[config.mk]
export PLATFORM = sky130hd
export DESIGN_NAME = uart_rx_top
export DESIGN_NICKNAME = d
export VERILOG_FILES = /design/src/hdl/uart_rx_pkg.sv /design/src/hdl/rx_sample_timer.sv /design/src/hdl/rx_control_fsm.sv /design/src/hdl/rx_shift_datapath.sv /design/src/hdl/rx_holding_buffer.sv /design/src/hdl/uart_rx_top.sv
export SDC_FILE = /design/constraint.sdc
export NUM_CORES = 1
export LEC_CHECK = 0
export BUFFER_PORTS_ARGS = -buffer_cell sky130_fd_sc_hd__clkbuf_2
export CAP_MARGIN = 40
export CELL_PAD_IN_SITES_DETAIL_PLACEMENT = 0
export CELL_PAD_IN_SITES_GLOBAL_PLACEMENT = 1
export CORE_MARGIN = 5
export CORE_UTILIZATION = 35
export CTS_CLUSTER_DIAMETER = 150
export CTS_CLUSTER_SIZE = 16
export DETAILED_ROUTE_END_ITERATION = 10
export PLACE_DENSITY_LB_ADDON = 0.1
export REMOVE_ABC_BUFFERS = 1
export SYNTH_ARGS = -nofsm -noshare
export SYNTH_HDL_FRONTEND = slang
export SYNTH_SLANG_ARGS = --single-unit
[constraint.sdc]
create_clock -name clk -period 5 [get_ports clk]
set_input_delay 0 -clock clk [delete_from_list [all_inputs] [get_ports clk]]
set_output_delay 0 -clock clk [all_outputs]
set_load 0.02 [all_outputs]
[src/hdl/uart_rx_pkg.sv]
`default_nettype none

package uart_rx_pkg;

    // ==================================================
    // Character format
    // ==================================================

    localparam int DATA_WIDTH = 8;                 // Data bits per character

    typedef logic [DATA_WIDTH-1:0] rx_data_t;       // One received character
    typedef logic [3:0]            bit_index_t;     // Counts data bits

    // ==================================================
    // Status and frame structs
    // ==================================================

    // Status shown next to the held character
    typedef struct packed {
        logic frame_error;                          // Stop bit read as 0
        logic overrun;                              // Unread character overwritten
    } rx_status_t;

    // Completed character handed from datapath to buffer
    typedef struct packed {
        rx_data_t data;
        logic     frame_error;
    } rx_frame_t;

    // ==================================================
    // Receiver FSM states
    // ==================================================

    typedef enum logic [2:0] {
        IDLE,                                       // Line idle, wait for falling edge
        VALIDATE_START,                             // Re-check start bit at its middle
        READ_DATA,                                  // Sample DATA_WIDTH data bits
        STOP,                                       // Sample the stop bit
        DATA_READY                                  // Hand the frame to the buffer
    } rx_state_t;

endpackage

`default_nettype wire

[src/hdl/rx_sample_timer.sv]
`default_nettype none

module rx_sample_timer #(
    parameter int CLOCK_SPEED       = 20_000_000,
    parameter int BAUD_RATE         = 9600,
    parameter int OVERSAMPLING_RATE = 16
) (
    input  wire  clk,
    input  wire  reset,
    input  wire  i_enable,
    input  wire  i_restart,
    output logic o_mid_bit,
    output logic o_end_bit
);

    // ==================================================
    // Derived counts
    // ==================================================

    localparam int CYCLES_PER_SAMPLE = CLOCK_SPEED / (BAUD_RATE * OVERSAMPLING_RATE);
    localparam int CYCLE_W  = (CYCLES_PER_SAMPLE > 1) ? $clog2(CYCLES_PER_SAMPLE) : 1;
    localparam int SAMPLE_W = (OVERSAMPLING_RATE > 1) ? $clog2(OVERSAMPLING_RATE) : 1;

    localparam logic [CYCLE_W-1:0]  LAST_CYCLE  = CYCLE_W'(CYCLES_PER_SAMPLE - 1);
    localparam logic [SAMPLE_W-1:0] MID_SAMPLE  = SAMPLE_W'(OVERSAMPLING_RATE / 2 - 1);
    localparam logic [SAMPLE_W-1:0] LAST_SAMPLE = SAMPLE_W'(OVERSAMPLING_RATE - 1);

    logic [CYCLE_W-1:0]  cycle_count;               // Clock cycles within one sample
    logic [SAMPLE_W-1:0] sample_count;              // Samples within one bit
    logic                sample_tick;               // Last cycle of a sample period

    assign sample_tick = i_enable && (cycle_count == LAST_CYCLE);

    // ==================================================
    // Counters and event pulses
    // ==================================================

    always_ff @(posedge clk) begin
        if (reset) begin
            cycle_count  <= '0;
            sample_count <= '0;
            o_mid_bit    <= 1'b0;
            o_end_bit    <= 1'b0;
        end else if (i_restart) begin
            // New bit timing reference
            cycle_count  <= '0;
            sample_count <= '0;
            o_mid_bit    <= 1'b0;
            o_end_bit    <= 1'b0;
        end else begin
            o_mid_bit <= sample_tick && (sample_count == MID_SAMPLE);
            o_end_bit <= sample_tick && (sample_count == LAST_SAMPLE);

            if (i_enable) begin
                if (cycle_count == LAST_CYCLE) begin
                    cycle_count <= '0;
                    if (sample_count == LAST_SAMPLE) begin
                        sample_count <= '0;             // Wrap at bit end
                    end else begin
                        sample_count <= sample_count + 1'b1;
                    end
                end else begin
                    cycle_count <= cycle_count + 1'b1;
                end
            end
        end
    end

endmodule

`default_nettype wire

[src/hdl/rx_control_fsm.sv]
`default_nettype none

module rx_control_fsm (
    input  wire  clk,
    input  wire  reset,
    input  wire  i_rx_bit,
    input  wire  i_mid_bit,
    input  wire  i_end_bit,
    output logic o_timer_enable,
    output logic o_timer_restart,
    output logic o_shift_en,
    output logic o_stop_sample,
    output logic o_frame_done
);

    import uart_rx_pkg::*;

    localparam logic       START_LEVEL   = 1'b0;
    localparam bit_index_t LAST_DATA_BIT = bit_index_t'(DATA_WIDTH - 1);

    rx_state_t  state;
    rx_state_t  next_state;
    bit_index_t bit_count;                          // Data bits taken so far
    bit_index_t next_bit_count;

    // ==================================================
    // Next state and commands
    // ==================================================

    always_comb begin
        next_state      = state;
        next_bit_count  = bit_count;
        o_timer_enable  = 1'b0;
        o_timer_restart = 1'b0;
        o_shift_en      = 1'b0;
        o_stop_sample   = 1'b0;
        o_frame_done    = 1'b0;

        case (state)
            IDLE: begin
                if (i_rx_bit == START_LEVEL) begin
                    next_state      = VALIDATE_START;
                    next_bit_count  = '0;
                    o_timer_restart = 1'b1;     // Time from the falling edge
                end
            end

            VALIDATE_START: begin
                o_timer_enable = 1'b1;
                if (i_mid_bit) begin
                    if (i_rx_bit == START_LEVEL) begin
                        next_state      = READ_DATA;
                        o_timer_restart = 1'b1; // Re-align to start bit center
                    end else begin
                        next_state = IDLE;      // Glitch, not a start bit
                    end
                end
            end

            READ_DATA: begin
                o_timer_enable = 1'b1;
                if (i_end_bit) begin
                    o_shift_en = 1'b1;
                    if (bit_count == LAST_DATA_BIT) begin
                        next_state     = STOP;
                        next_bit_count = '0;
                    end else begin
                        next_bit_count = bit_count + 1'b1;
                    end
                end
            end

            STOP: begin
                o_timer_enable = 1'b1;
                if (i_end_bit) begin
                    o_stop_sample = 1'b1;       // Stop bit center
                    next_state    = DATA_READY;
                end
            end

            DATA_READY: begin
                o_frame_done = 1'b1;
                next_state   = IDLE;
            end

            default: begin
                next_state = IDLE;
            end
        endcase
    end

    // ==================================================
    // State registers
    // ==================================================

    always_ff @(posedge clk) begin
        if (reset) begin
            state     <= IDLE;
            bit_count <= '0;
        end else begin
            state     <= next_state;
            bit_count <= next_bit_count;
        end
    end

endmodule

`default_nettype wire

[src/hdl/rx_shift_datapath.sv]
`default_nettype none

module rx_shift_datapath (
    input  wire                   clk,
    input  wire                   reset,
    input  wire                   i_rx_serial,
    input  wire                   i_shift_en,
    input  wire                   i_stop_sample,
    input  wire                   i_frame_done,
    output logic                  o_rx_bit,
    output uart_rx_pkg::rx_frame_t o_frame,
    output logic                  o_frame_strobe
);

    import uart_rx_pkg::*;

    // ==================================================
    // Input synchronizer
    // ==================================================

    logic sync_ff1;                                 // First stage, may go metastable

    always_ff @(posedge clk) begin
        if (reset) begin
            sync_ff1 <= 1'b1;                       // Idle line level
            o_rx_bit <= 1'b1;
        end else begin
            sync_ff1 <= i_rx_serial;
            o_rx_bit <= sync_ff1;
        end
    end

    // ==================================================
    // Shift register and stop bit capture
    // ==================================================

    rx_data_t shift_reg;                            // Fills from the MSB end
    logic     stop_error;                           // Stop bit sampled low

    always_ff @(posedge clk) begin
        if (i_shift_en) begin
            shift_reg <= {o_rx_bit, shift_reg[DATA_WIDTH-1:1]};
        end
        if (i_stop_sample) begin
            stop_error <= ~o_rx_bit;
        end
    end

    // ==================================================
    // Frame assembly
    // ==================================================

    always_ff @(posedge clk) begin
        if (i_frame_done) begin
            o_frame.data        <= shift_reg;
            o_frame.frame_error <= stop_error;
        end
    end

    always_ff @(posedge clk) begin
        if (reset) begin
            o_frame_strobe <= 1'b0;
        end else begin
            o_frame_strobe <= i_frame_done;         // Aligned with o_frame
        end
    end

endmodule

`default_nettype wire

[src/hdl/rx_holding_buffer.sv]
`default_nettype none

module rx_holding_buffer (
    input  wire                    clk,
    input  wire                    reset,
    input  uart_rx_pkg::rx_frame_t  i_frame,
    input  wire                    i_frame_strobe,
    input  wire                    i_read,
    output uart_rx_pkg::rx_data_t   o_data,
    output uart_rx_pkg::rx_status_t o_status,
    output logic                   o_valid
);

    // ==================================================
    // Held character and status
    // ==================================================

    logic overrun_next;                             // Old character still unread

    // A read in the same cycle consumes the old character first
    assign overrun_next = o_valid && !i_read;

    always_ff @(posedge clk) begin
        if (reset) begin
            o_data   <= '0;
            o_status <= '0;
            o_valid  <= 1'b0;
        end else begin
            if (i_frame_strobe) begin
                o_data               <= i_frame.data;      // New character wins
                o_status.frame_error <= i_frame.frame_error;
                o_status.overrun     <= overrun_next;
                o_valid              <= 1'b1;
            end else if (i_read) begin
                o_status.overrun <= 1'b0;
                o_valid          <= 1'b0;                  // Frame error kept until next load
            end
        end
    end

endmodule

`default_nettype wire

[src/hdl/uart_rx_top.sv]
`default_nettype none

module uart_rx_top #(
    parameter int CLOCK_SPEED       = 20_000_000,
    parameter int BAUD_RATE         = 9600,
    parameter int OVERSAMPLING_RATE = 16
) (
    input  wire                    clk,
    input  wire                    reset,
    input  wire                    i_rx_serial,
    input  wire                    i_read,
    output uart_rx_pkg::rx_data_t   o_data,
    output uart_rx_pkg::rx_status_t o_status,
    output logic                   o_valid
);

    import uart_rx_pkg::*;

    // ==================================================
    // Internal connections
    // ==================================================

    logic      rx_bit;                              // Synchronized serial line
    logic      mid_bit;
    logic      end_bit;
    logic      timer_enable;
    logic      timer_restart;
    logic      shift_en;
    logic      stop_sample;
    logic      frame_done;
    rx_frame_t frame;
    logic      frame_strobe;

    // ==================================================
    // Blocks
    // ==================================================

    rx_sample_timer #(
        .CLOCK_SPEED      (CLOCK_SPEED),
        .BAUD_RATE        (BAUD_RATE),
        .OVERSAMPLING_RATE(OVERSAMPLING_RATE)
    ) i_rx_sample_timer (
        .clk      (clk),
        .reset    (reset),
        .i_enable (timer_enable),
        .i_restart(timer_restart),
        .o_mid_bit(mid_bit),
        .o_end_bit(end_bit)
    );

    rx_control_fsm i_rx_control_fsm (
        .clk            (clk),
        .reset          (reset),
        .i_rx_bit       (rx_bit),
        .i_mid_bit      (mid_bit),
        .i_end_bit      (end_bit),
        .o_timer_enable (timer_enable),
        .o_timer_restart(timer_restart),
        .o_shift_en     (shift_en),
        .o_stop_sample  (stop_sample),
        .o_frame_done   (frame_done)
    );

    rx_shift_datapath i_rx_shift_datapath (
        .clk           (clk),
        .reset         (reset),
        .i_rx_serial   (i_rx_serial),
        .i_shift_en    (shift_en),
        .i_stop_sample (stop_sample),
        .i_frame_done  (frame_done),
        .o_rx_bit      (rx_bit),
        .o_frame       (frame),
        .o_frame_strobe(frame_strobe)
    );

    rx_holding_buffer i_rx_holding_buffer (
        .clk           (clk),
        .reset         (reset),
        .i_frame       (frame),
        .i_frame_strobe(frame_strobe),
        .i_read        (i_read),
        .o_data        (o_data),
        .o_status      (o_status),
        .o_valid       (o_valid)
    );

endmodule

`default_nettype wire

# After elaboration in Yosys (flattened, before gate mapping)
# Cells that the tools add are included.
dict set report word_totals {
  register_bits 53
  in_bits 4
  out_inout_bits 11
}
dict set report op_classes {
  addsub 3
  n_eq_ne 13
  mux 24
  n_bitwise 1
  reduce_logical 13
}
# cell count
set ops {}
lappend ops {{2-to-1 mux 4 bit} 4}
lappend ops {{2-to-1 mux 3 bit} 5}
lappend ops {{case mux 3 bit (4 select lines)} 1}
lappend ops {{2-to-1 mux 1 bit} 10}
lappend ops {{adder 4 x 1 -> 4 bit, second input constant} 2}
lappend ops {{adder 8 x 1 -> 8 bit, second input constant} 1}
lappend ops {{equality test 4 x 3 -> 1 bit, second input constant} 2}
lappend ops {{equality test 8 bit, second input constant} 1}
lappend ops {{2-to-1 mux 8 bit} 1}
lappend ops {{inequality test 2 bit, second input constant} 4}
lappend ops {{case mux 4 bit (2 select lines)} 1}
lappend ops {{equality test 3 x 2 -> 1 bit, second input constant} 2}
lappend ops {{AND reduction 5 bit} 1}
lappend ops {{equality test 4 bit, second input constant} 1}
lappend ops {{logical AND 1 bit} 4}
lappend ops {{nonzero test 2 bit} 2}
lappend ops {{equality test 3 x 1 -> 1 bit, second input constant} 1}
lappend ops {{equality test 3 bit, second input constant} 1}
lappend ops {{logical NOT 3 bit} 1}
lappend ops {{AND reduction 3 bit} 1}
lappend ops {{OR reduction 3 bit} 1}
lappend ops {{2-to-1 mux 2 bit} 1}
lappend ops {{inequality test 2 x 1 -> 1 bit, second input constant} 1}
lappend ops {{case mux 1 bit (2 select lines)} 1}
lappend ops {{other kinds (4)} 4}

# Longest topological paths before layout
# Gate-level depths: netlist (run 1).
dict set report logic_depth {
  depth_word 5
  mapped_depth 6
}

# Hierarchy
# From an unflattened synthesis (run 1), not the netlist that was laid out.
dict set report hier_totals {
  cells_unflattened 185
  hier_area_um2 2062.0
}
# module n_inst cells_each area_per_inst_um2
set modules_own_cells {}
lappend modules_own_cells {rx_sample_timer 1 74 655.6}
lappend modules_own_cells {rx_shift_datapath 1 25 623.1}
lappend modules_own_cells {rx_control_fsm 1 50 392.9}
lappend modules_own_cells {rx_holding_buffer 1 36 390.4}

# Worst setup path after synthesis (run 1)
# No wires, ideal clock.
dict set report synth_path {
  path_kind {register to register}
  startpoint {register i_rx_control_fsm.state[0]}
  endpoint {register i_rx_shift_datapath.o_frame[0] (netlist bit), enable pin}
  setup_time_ns 0.390
  arrival_time_ns 1.247
  slack_ns 3.362
  path_stages_with_launch 3
  path_buffers 1
  synth_period_minus_slack_ns 1.638
  path_cell_list {dfxtp_1 > buf_2 > nor3b_1}
}
dict set report synth_via {
  elab_chain_cells 2
}
# item line_no
set synth_lines {}
lappend synth_lines {{from (decl)} rx_control_fsm.sv:21} ;# rx_state_t state;
lappend synth_lines {{from (signal assigned)} rx_control_fsm.sv:101} ;# state <= next_state;
lappend synth_lines {{equality test 3 bit} rx_control_fsm.sv:39} ;# case (state)
lappend synth_lines {{2-to-1 mux 1 bit} rx_control_fsm.sv:39}
lappend synth_lines {{named net frame_done} uart_rx_top.sv:30} ;# logic frame_done;
lappend synth_lines {{to (decl)} rx_shift_datapath.sv:11} ;# output uart_rx_pkg::rx_frame_t o_frame,
# The timed path passes the listed nets, and every way through them passes these cells.
# A chain may end at the register's enable or synchronous reset.

# Worst setup path in the final report (run 1)
dict set report layout_path {
  startpoint {register i_rx_sample_timer.cycle_count[0]}
  endpoint {register i_rx_sample_timer.sample_count[0]}
}
dict set report layout_via {
  elab_chain_cells 2
}
# item line_no
set layout_lines {}
lappend layout_lines {{from (decl)} rx_sample_timer.sv:28} ;# logic [CYCLE_W-1:0] cycle_count;
lappend layout_lines {{from (signal assigned)} rx_sample_timer.sv:63} ;# cycle_count <= cycle_count + 1'b1;
lappend layout_lines {{equality test 8 bit} rx_sample_timer.sv:55} ;# if (cycle_count == LAST_CYCLE) begin
lappend layout_lines {{AND reduction 2 bit (no source line)} -}
lappend layout_lines {{to (signal assigned)} rx_sample_timer.sv:60} ;# sample_count <= sample_count + 1'b1;
lappend layout_lines {{to (decl)} rx_sample_timer.sv:29} ;# logic [SAMPLE_W-1:0] sample_count;
# Every way passes these cells.

==> results of run 1 <==
[routing by layer]
metal | share of wire | up-vias | track usage
met1 | 0.49 | 592 | 0.131
met4 | 0.0065 | 0 | 0.0312
met3 | 0.042 | 2 | 0.0333
met2 | 0.46 | 17 | 0.163
met5 | 0 | - | 0
li1 | - | 668 | -
[layout make-up]
type | count | share of cell area
inverters | 3 | 0.00488
clock buffers | 5 | 0.0298
flip-flops and latches | 53 | 0.537
clock inverters | 3 | 0.0125
repair buffers | 17 | 0.0423
multi-input cells | 117 | 0.334
well taps | 72 | 0.0390
[per-stage QoR]
| stage | cell area, um2 | setup slack, ns | hold slack (ns) |
|---|---|---|---|
| 6_report | 2310 | 3.40 | 0.191 |
| 5_1_grt | 2310 | 3.25 | 0.226 |
| 4_1_cts | 2310 | 3.38 | 0.189 |
| 3_5_place_dp | 2190 | 3.39 | 0.188 |
| 3_3_place_gp | 2190 | 3.48 | 0.182 |
| 2_1_floorplan | 2020 | 3.37 | 0.0691 |
[power groups by stage]
| stage | sequential (uW) | combinational [uW] | clock, uW |
|---|---|---|---|
| finish | 446 | 17.8 | 249 |
| global route | 447 | 20.5 | 282 |
| CTS | 446 | 18.2 | 265 |
| detailed placement | 456 | 16.8 | 0 |
| global placement | 456 | 16.7 | 0 |
| floorplan | 455 | 10.3 | 0 |
[logic make-up after synthesis]
| logic type | after synthesis |
|---|---|
| AO/OA/AOI/OAI | 18 |
| XOR/XNOR | 8 |
| adder cells (fa/ha/maj) | 4 |
| buffers and inverters | 9 |
| flip-flops | 53 |
| multiplexers | 12 |
| AND/OR/NAND/NOR | 75 |
[critical path, stage by stage (launching register included)]
cell and delay, ns:
dfxtp_1 0.41, ha_1 0.18, nor4b_4 0.30, nand3_4 0.15, or3b_1 0.38, a21oi_2 0.13
[cells in the final DEF (no fill, tap or decap), drive strengths merged, types with 3 or more instances in the layout]
master,n
dfxtp,35
nor3,9
nand4,5
ha,4
edfxtp,18
or2,4
nand3,7
a21oi,7
and3,3
xor2,4
nor2,27
xnor2,4
mux2i,12
clkbuf,19
nand2,10
inv,5
[path summary, 6_finish.rpt]
| path | from | endpoint | slack (ns) | cells past startpoint |
|---|---|---|---|---|
| worst min register to register | i_rx_shift_datapath.sync_ff1 | i_rx_shift_datapath.o_rx_bit | 0.42 | 1 |
| worst max-delay path | i_rx_sample_timer.cycle_count[0] | i_rx_sample_timer.sample_count[0] | 3.40 | 5 |
| worst min-delay path | reset | i_rx_control_fsm.bit_count[0] | 0.19 | 2 |
| worst max register to register | i_rx_sample_timer.cycle_count[0] | i_rx_sample_timer.sample_count[0] | 3.40 | 5 |
==> key figures, run 1 <==
Outcome
  • Outcome: completed

Pwr
  • PD cells: 309 nW/um2
  • Net Sw Frac: 0.221
  • Leak pwr: 0.000808 uW
  • Clock power share: 0.349
  • Comb power frac: 0.025
  • Net switching power: 157 uW
  • Overall Power: 713 uW
  • Flop pwr share: 0.626
  • Peak VDD IR: roughly 0.12 mV
  • Internal power: 555 uW

Finish
  • Number of diodes: 0
  • Area of the multi-input gates: 772 um2
  • Sequential cell area: 1240 um2
  • Total Nets Final: 205
  • Fill count: 564
  • Non-Filler Instances: 270
  • Final Util: 0.412
  • Area Overhead vs Synth: 12.6%
  • Max reg flops: 9
  • Largest Register: i_rx_shift_datapath.o_frame
  • Share of cells above drive strength 1: 0.167

STA
  • Pins Over Slew Limit: 0
  • Setup TNS: 0 ns
  • Crit path time final: 1.60 ns
  • Final setup fails: 0
  • Worst-Margin Slew: 0.595 ns
  • Period utilization: 0.320
  • Worst rel slew slack: 0.603
  • Fmax: 624 MHz
  • Clk_skew: 0.00724 ns
  • RSZ-0062 raised after global routing: no
  • Final hold viol count: 0

Global route
  • First-pass GRT wire length: ~6.2 mm
  • Vias in the first global route: 1347
  • Initial antenna violation count: 0
  • GRT Resource Usage Total: 0.102
  • Total grt overflow: 0
  • Largest net degree at the start of global routing: 24

Setup path
  • CP max FO: 6
  • CP Class: register to register
  • Crit path launch type: register
  • Req. time, crit path: between 5 and 6 ns
  • Worst endpoint data arrival time: between 1.5 and 2 ns
  • Crit end category: register

Synthesis
  • Post-Synth Adder-Cell Area: 0.0244
  • Post-synth EDFFs: 18
  • Asr flop ratio synth: 0
  • Count leader, synth: dfxtp_1
  • Synth cell types: 41
  • Synth top area cells: dfxtp_1 34%, edfxtp_1 26%, mux2i_1 5.9%
  • Synth Register Bits: 53
  • Multiplexer share of the synthesized area: 0.0585
  • Yosys warning count: 0
  • Cell Area, Synth: roughly 2000 um2
  • Syn Area/Cell: 11.5 um2
  • Main combinational cell family by area after synthesis: simple AND/OR/NAND/NOR gates
  • Largest area contributor in the netlist: dfxtp_1
  • Post-synth top flop: dfxtp_1
  • Simple logic cell fraction of the synthesized area: 0.195
  • Synth Area in Compound Gates: 0.0646
  • Top-area cell type share of the netlist area: 0.341
  • Post-synthesis instance total: 179
  • Top post-synthesis cells by count: 35 x dfxtp_1, 27 x nor2_1, 18 x edfxtp_1
  • Xor/xnor cell area share of the yosys netlist: 0.0341
  • Post-synthesis sequential area ratio: 0.605

CTS
  • Cts repair resizes: 0
  • Clk_lat worst skew: around 0.3 ns
  • Hold Buf Count CTS: 2
  • Clock Tree Buf Depth: 2
  • CTS Sinks: 53
  • CTS tree: done
  • Reg clk slew, reported paths: 0.10 ns
  • Post-CTS Setup Repair Bufs: 0
  • Root buf cell: clkbuf_8
  • H-tree Lvls: 2
  • Inserted Clock Buffers: 5

Run
  • Max_cap viols: 0

Die
  • Ports: 15
  • Initial core utilization: 0.366
  • CORE AREA: 5610 um2
  • FP Rows: 27
  • Die Area: 7490 um2
  • Die Wd: 86.6 um
  • Die Ht: 86.6 um

Drt
  • WL/cell: 12.6 um
  • Post-route ant nets: 0
  • Initial drt markers: 80
  • Final wirelength: 3.40 mm
  • Vias per cell: 4.74
  • DRC errors left: 0
  • Vias: roughly 1.3k
  • DR pass1 iterations: 4

Placed design
  • Placed Instances: 260
  • IO Port Bufs: 14
  • Post-DP HPWL: 2.38 mm
  • Routability cong.: 0.774

Min path
  • Hold WC Path Type: primary input to register
Power figures use the tool's default switching activity.
==> inputs of run 2 (changes only) <==
--- a/config.mk
+++ b/config.mk
@@ -5,6 +5,7 @@
 export SDC_FILE = /design/constraint.sdc
 export NUM_CORES = 1
 export LEC_CHECK = 0
+export ABC_AREA = 1
 export BUFFER_PORTS_ARGS = -buffer_cell sky130_fd_sc_hd__clkbuf_2
 export CAP_MARGIN = 40
 export CELL_PAD_IN_SITES_DETAIL_PLACEMENT = 0
==> constraint.sdc (replaced) <==
create_clock -name clk -period 1.4 [get_ports clk]
set_input_delay 0 -clock clk [delete_from_list [all_inputs] [get_ports clk]]
set_output_delay 0 -clock clk [all_outputs]
set_load 0.02 [all_outputs]
==> key figures, run 2 <==
Outcome
  • Outcome: completed

Finish
  • Fin area: 2550 um2
  • Non-Filler Instances: around 360
  • Share of cells above drive strength 1: 0.171
  • Total Nets Final: about 290
  • Most frequent cells in the layout: 49 x nor2_1, 49 x nand2_1, 33 x dfxtp_1, 23 x inv_1, 18 x edfxtp_1
  • Fill count: 614
  • Largest Register: i_rx_shift_datapath.o_frame
  • Area Overhead vs Synth: 17.4%
  • Max reg flops: 9
  • Number of diodes: 0

Drt
  • Vias per cell: about 4.5
  • WL/cell: 11.6 um
  • Initial drt markers: 41
  • DR pass1 iterations: 4
  • Vias: roughly 1.6k
  • DRC errors left: 0
  • Post-route ant nets: 0
  • Final wirelength: ~4.1 mm

Synthesis
  • Post-synth top flop: dfxtp_1
  • Synth top area cells: dfxtp_1 32%, edfxtp_1 25%, nor2_1 8.6%
  • Post-synthesis instance total: 250
  • Top post-synthesis cells by count: 50 x nor2_1, 49 x nand2_1, 35 x dfxtp_1
  • Syn Area/Cell: 8.68 um2
  • Synth Register Bits: 53
  • Largest area contributor in the netlist: dfxtp_1
  • Top-area cell type share of the netlist area: 0.323
  • Cell Area, Synth: 2170 um2
  • Post-synthesis sequential area ratio: 0.572
  • Asr flop ratio synth: 0
  • Synth cell types: 23
  • Yosys warning count: 0
  • Post-synth EDFFs: 18
  • Count leader, synth: nor2_1

Global route
  • First-pass GRT wire length: 7.04 mm
  • GRT Resource Usage Total: 0.115
  • Total grt overflow: 0
  • Largest net degree at the start of global routing: 17
  • Initial antenna violation count: 0
  • Vias in the first global route: ~1.5k

Run
  • Max_cap viols: 0

Die
  • Initial core utilization: 0.362
  • Die Ht: 88.8 um
  • FP Rows: 28
  • Die Area: between 7000 and 8000 um2
  • Die Wd: 88.8 um
  • Ports: 15
  • CORE AREA: ~6000 um2

STA
  • Period utilization: 0.911
  • Pins Over Slew Limit: 0
  • Final setup fails: 0
  • Worst-Margin Slew: 0.338 ns
  • Setup TNS: 0 ns
  • Final hold viol count: 0
  • Clk_skew: roughly 0.003 ns
  • Crit path time final: approximately 1.3 ns
  • Fmax: 784 MHz
  • Worst rel slew slack: 0.775

Setup path
  • CP Class: register to register
  • Crit path launch type: register
  • Worst endpoint data arrival time: 1.47 ns
  • Req. time, crit path: 1.60 ns
  • Cells on worst reg2reg path: 8
  • CP max FO: 4
  • Crit end category: register

Pwr
  • Overall Power: 3400 uW
  • Peak VDD IR: 0.633 mV
  • PD cells: around 1300 nW/um2
  • Leak pwr: 0.00103 uW

Placed design
  • Placed Instances: 345
  • Routability cong.: 0.731
  • Placed Instance Area: approximately 2400 um2
  • IO Port Bufs: 14
  • Post-DP HPWL: 3.04 mm

CTS
  • Reg clk slew, reported paths: 0.09 ns
  • CTS tree: done
  • H-tree Lvls: 2
  • Inserted Clock Buffers: 5
  • Root buf cell: clkbuf_8
  • CTS Sinks: 53
  • Clock Tree Buf Depth: 2
  • Clk_lat worst skew: 0.30 ns

Min path
  • Worst hold stages: 3
  • Hold WC Path Type: primary input to register
==> run 2: through the flow <==
step | hold slack, ns | util | setup WS, ns
finish | 0.409 | 0.425 | 0.124
global route | 0.424 | 0.425 | -0.0152
CTS | 0.407 | 0.422 | 0.0468
detailed placement | 0.190 | 0.398 | 0.0786
global placement | 0.189 | 0.398 | 0.0705
floorplan | 0.0691 | - | 0.0746
==> run 2: logic make-up after synthesis <==
group                    Yosys count  synth area share
AO/OA/AOI/OAI                     22            0.0524
XOR/XNOR                           6            0.0242
adder cells (fa/ha/maj)            4            0.0231
buffers and inverters             29            0.0536
flip-flops                        53             0.572
AND/OR/NAND/NOR                  136             0.275
==> run 2: what timing repair did <==
item / CTS / global route
setup buffers: 0 / 0
setup endpoints to repair: 0 / 21
hold endpoints to repair: 5 / 0
gates resized for setup: 0 / 6
hold buffers: 3 / 0
==> run 2: layer usage <==
layer	share of wire	wire [um]	GRT usage
met4	0.0097	40	0.0371
met1	0.51	2090	0.157
met3	0.048	198	0.0298
met2	0.44	1800	0.179
met5	0	0	0
==> run 2: worst max-delay path, stage by stage, from the launching register on <==
cell	delay, ns
dfxtp_1	0.38
ha_1	0.21
nand2_1	0.07
nor2_1	0.10
nand2_1	0.09
nor2_2	0.15
nor2_1	0.07
nand2_1	0.07
nor2_1	0.04
==> run 2: path summary, 6_finish.rpt <==
| check | start | to | slack (ns) |
|---|---|---|---|
| worst max-delay path | i_rx_sample_timer.cycle_count[0] | i_rx_sample_timer.cycle_count[7] | 0.12 |
| worst min-delay path | i_read | i_rx_holding_buffer.o_status[0] | 0.41 |
| worst min register to register | i_rx_shift_datapath.sync_ff1 | i_rx_shift_datapath.o_rx_bit | 0.42 |
| worst max register to register | i_rx_sample_timer.cycle_count[0] | i_rx_sample_timer.cycle_count[7] | 0.12 |
==> run 2: cell type report <==
type,instances,area [um2],area share
clock buffer,6,72.6,0.0285
clock inverter,2,38.8,0.0152
inverter,25,97.6,0.0383
multi-input combinational,168,827,0.324
sequential,53,1240,0.488
tap,75,93.8,0.0368
timing repair buffer,27,175,0.0687
==> run 2: report_power, final <==
| group | switching [uW] | total [uW] | leakage (uW) | internal [uW] |
|---|---|---|---|---|
| sequential | 49.1 | 1680 | 0.000446 | 1630 |
| clock | 482 | 1020 | 0.0000554 | 537 |
| combinational | 414 | 696 | 0.000527 | 282 |
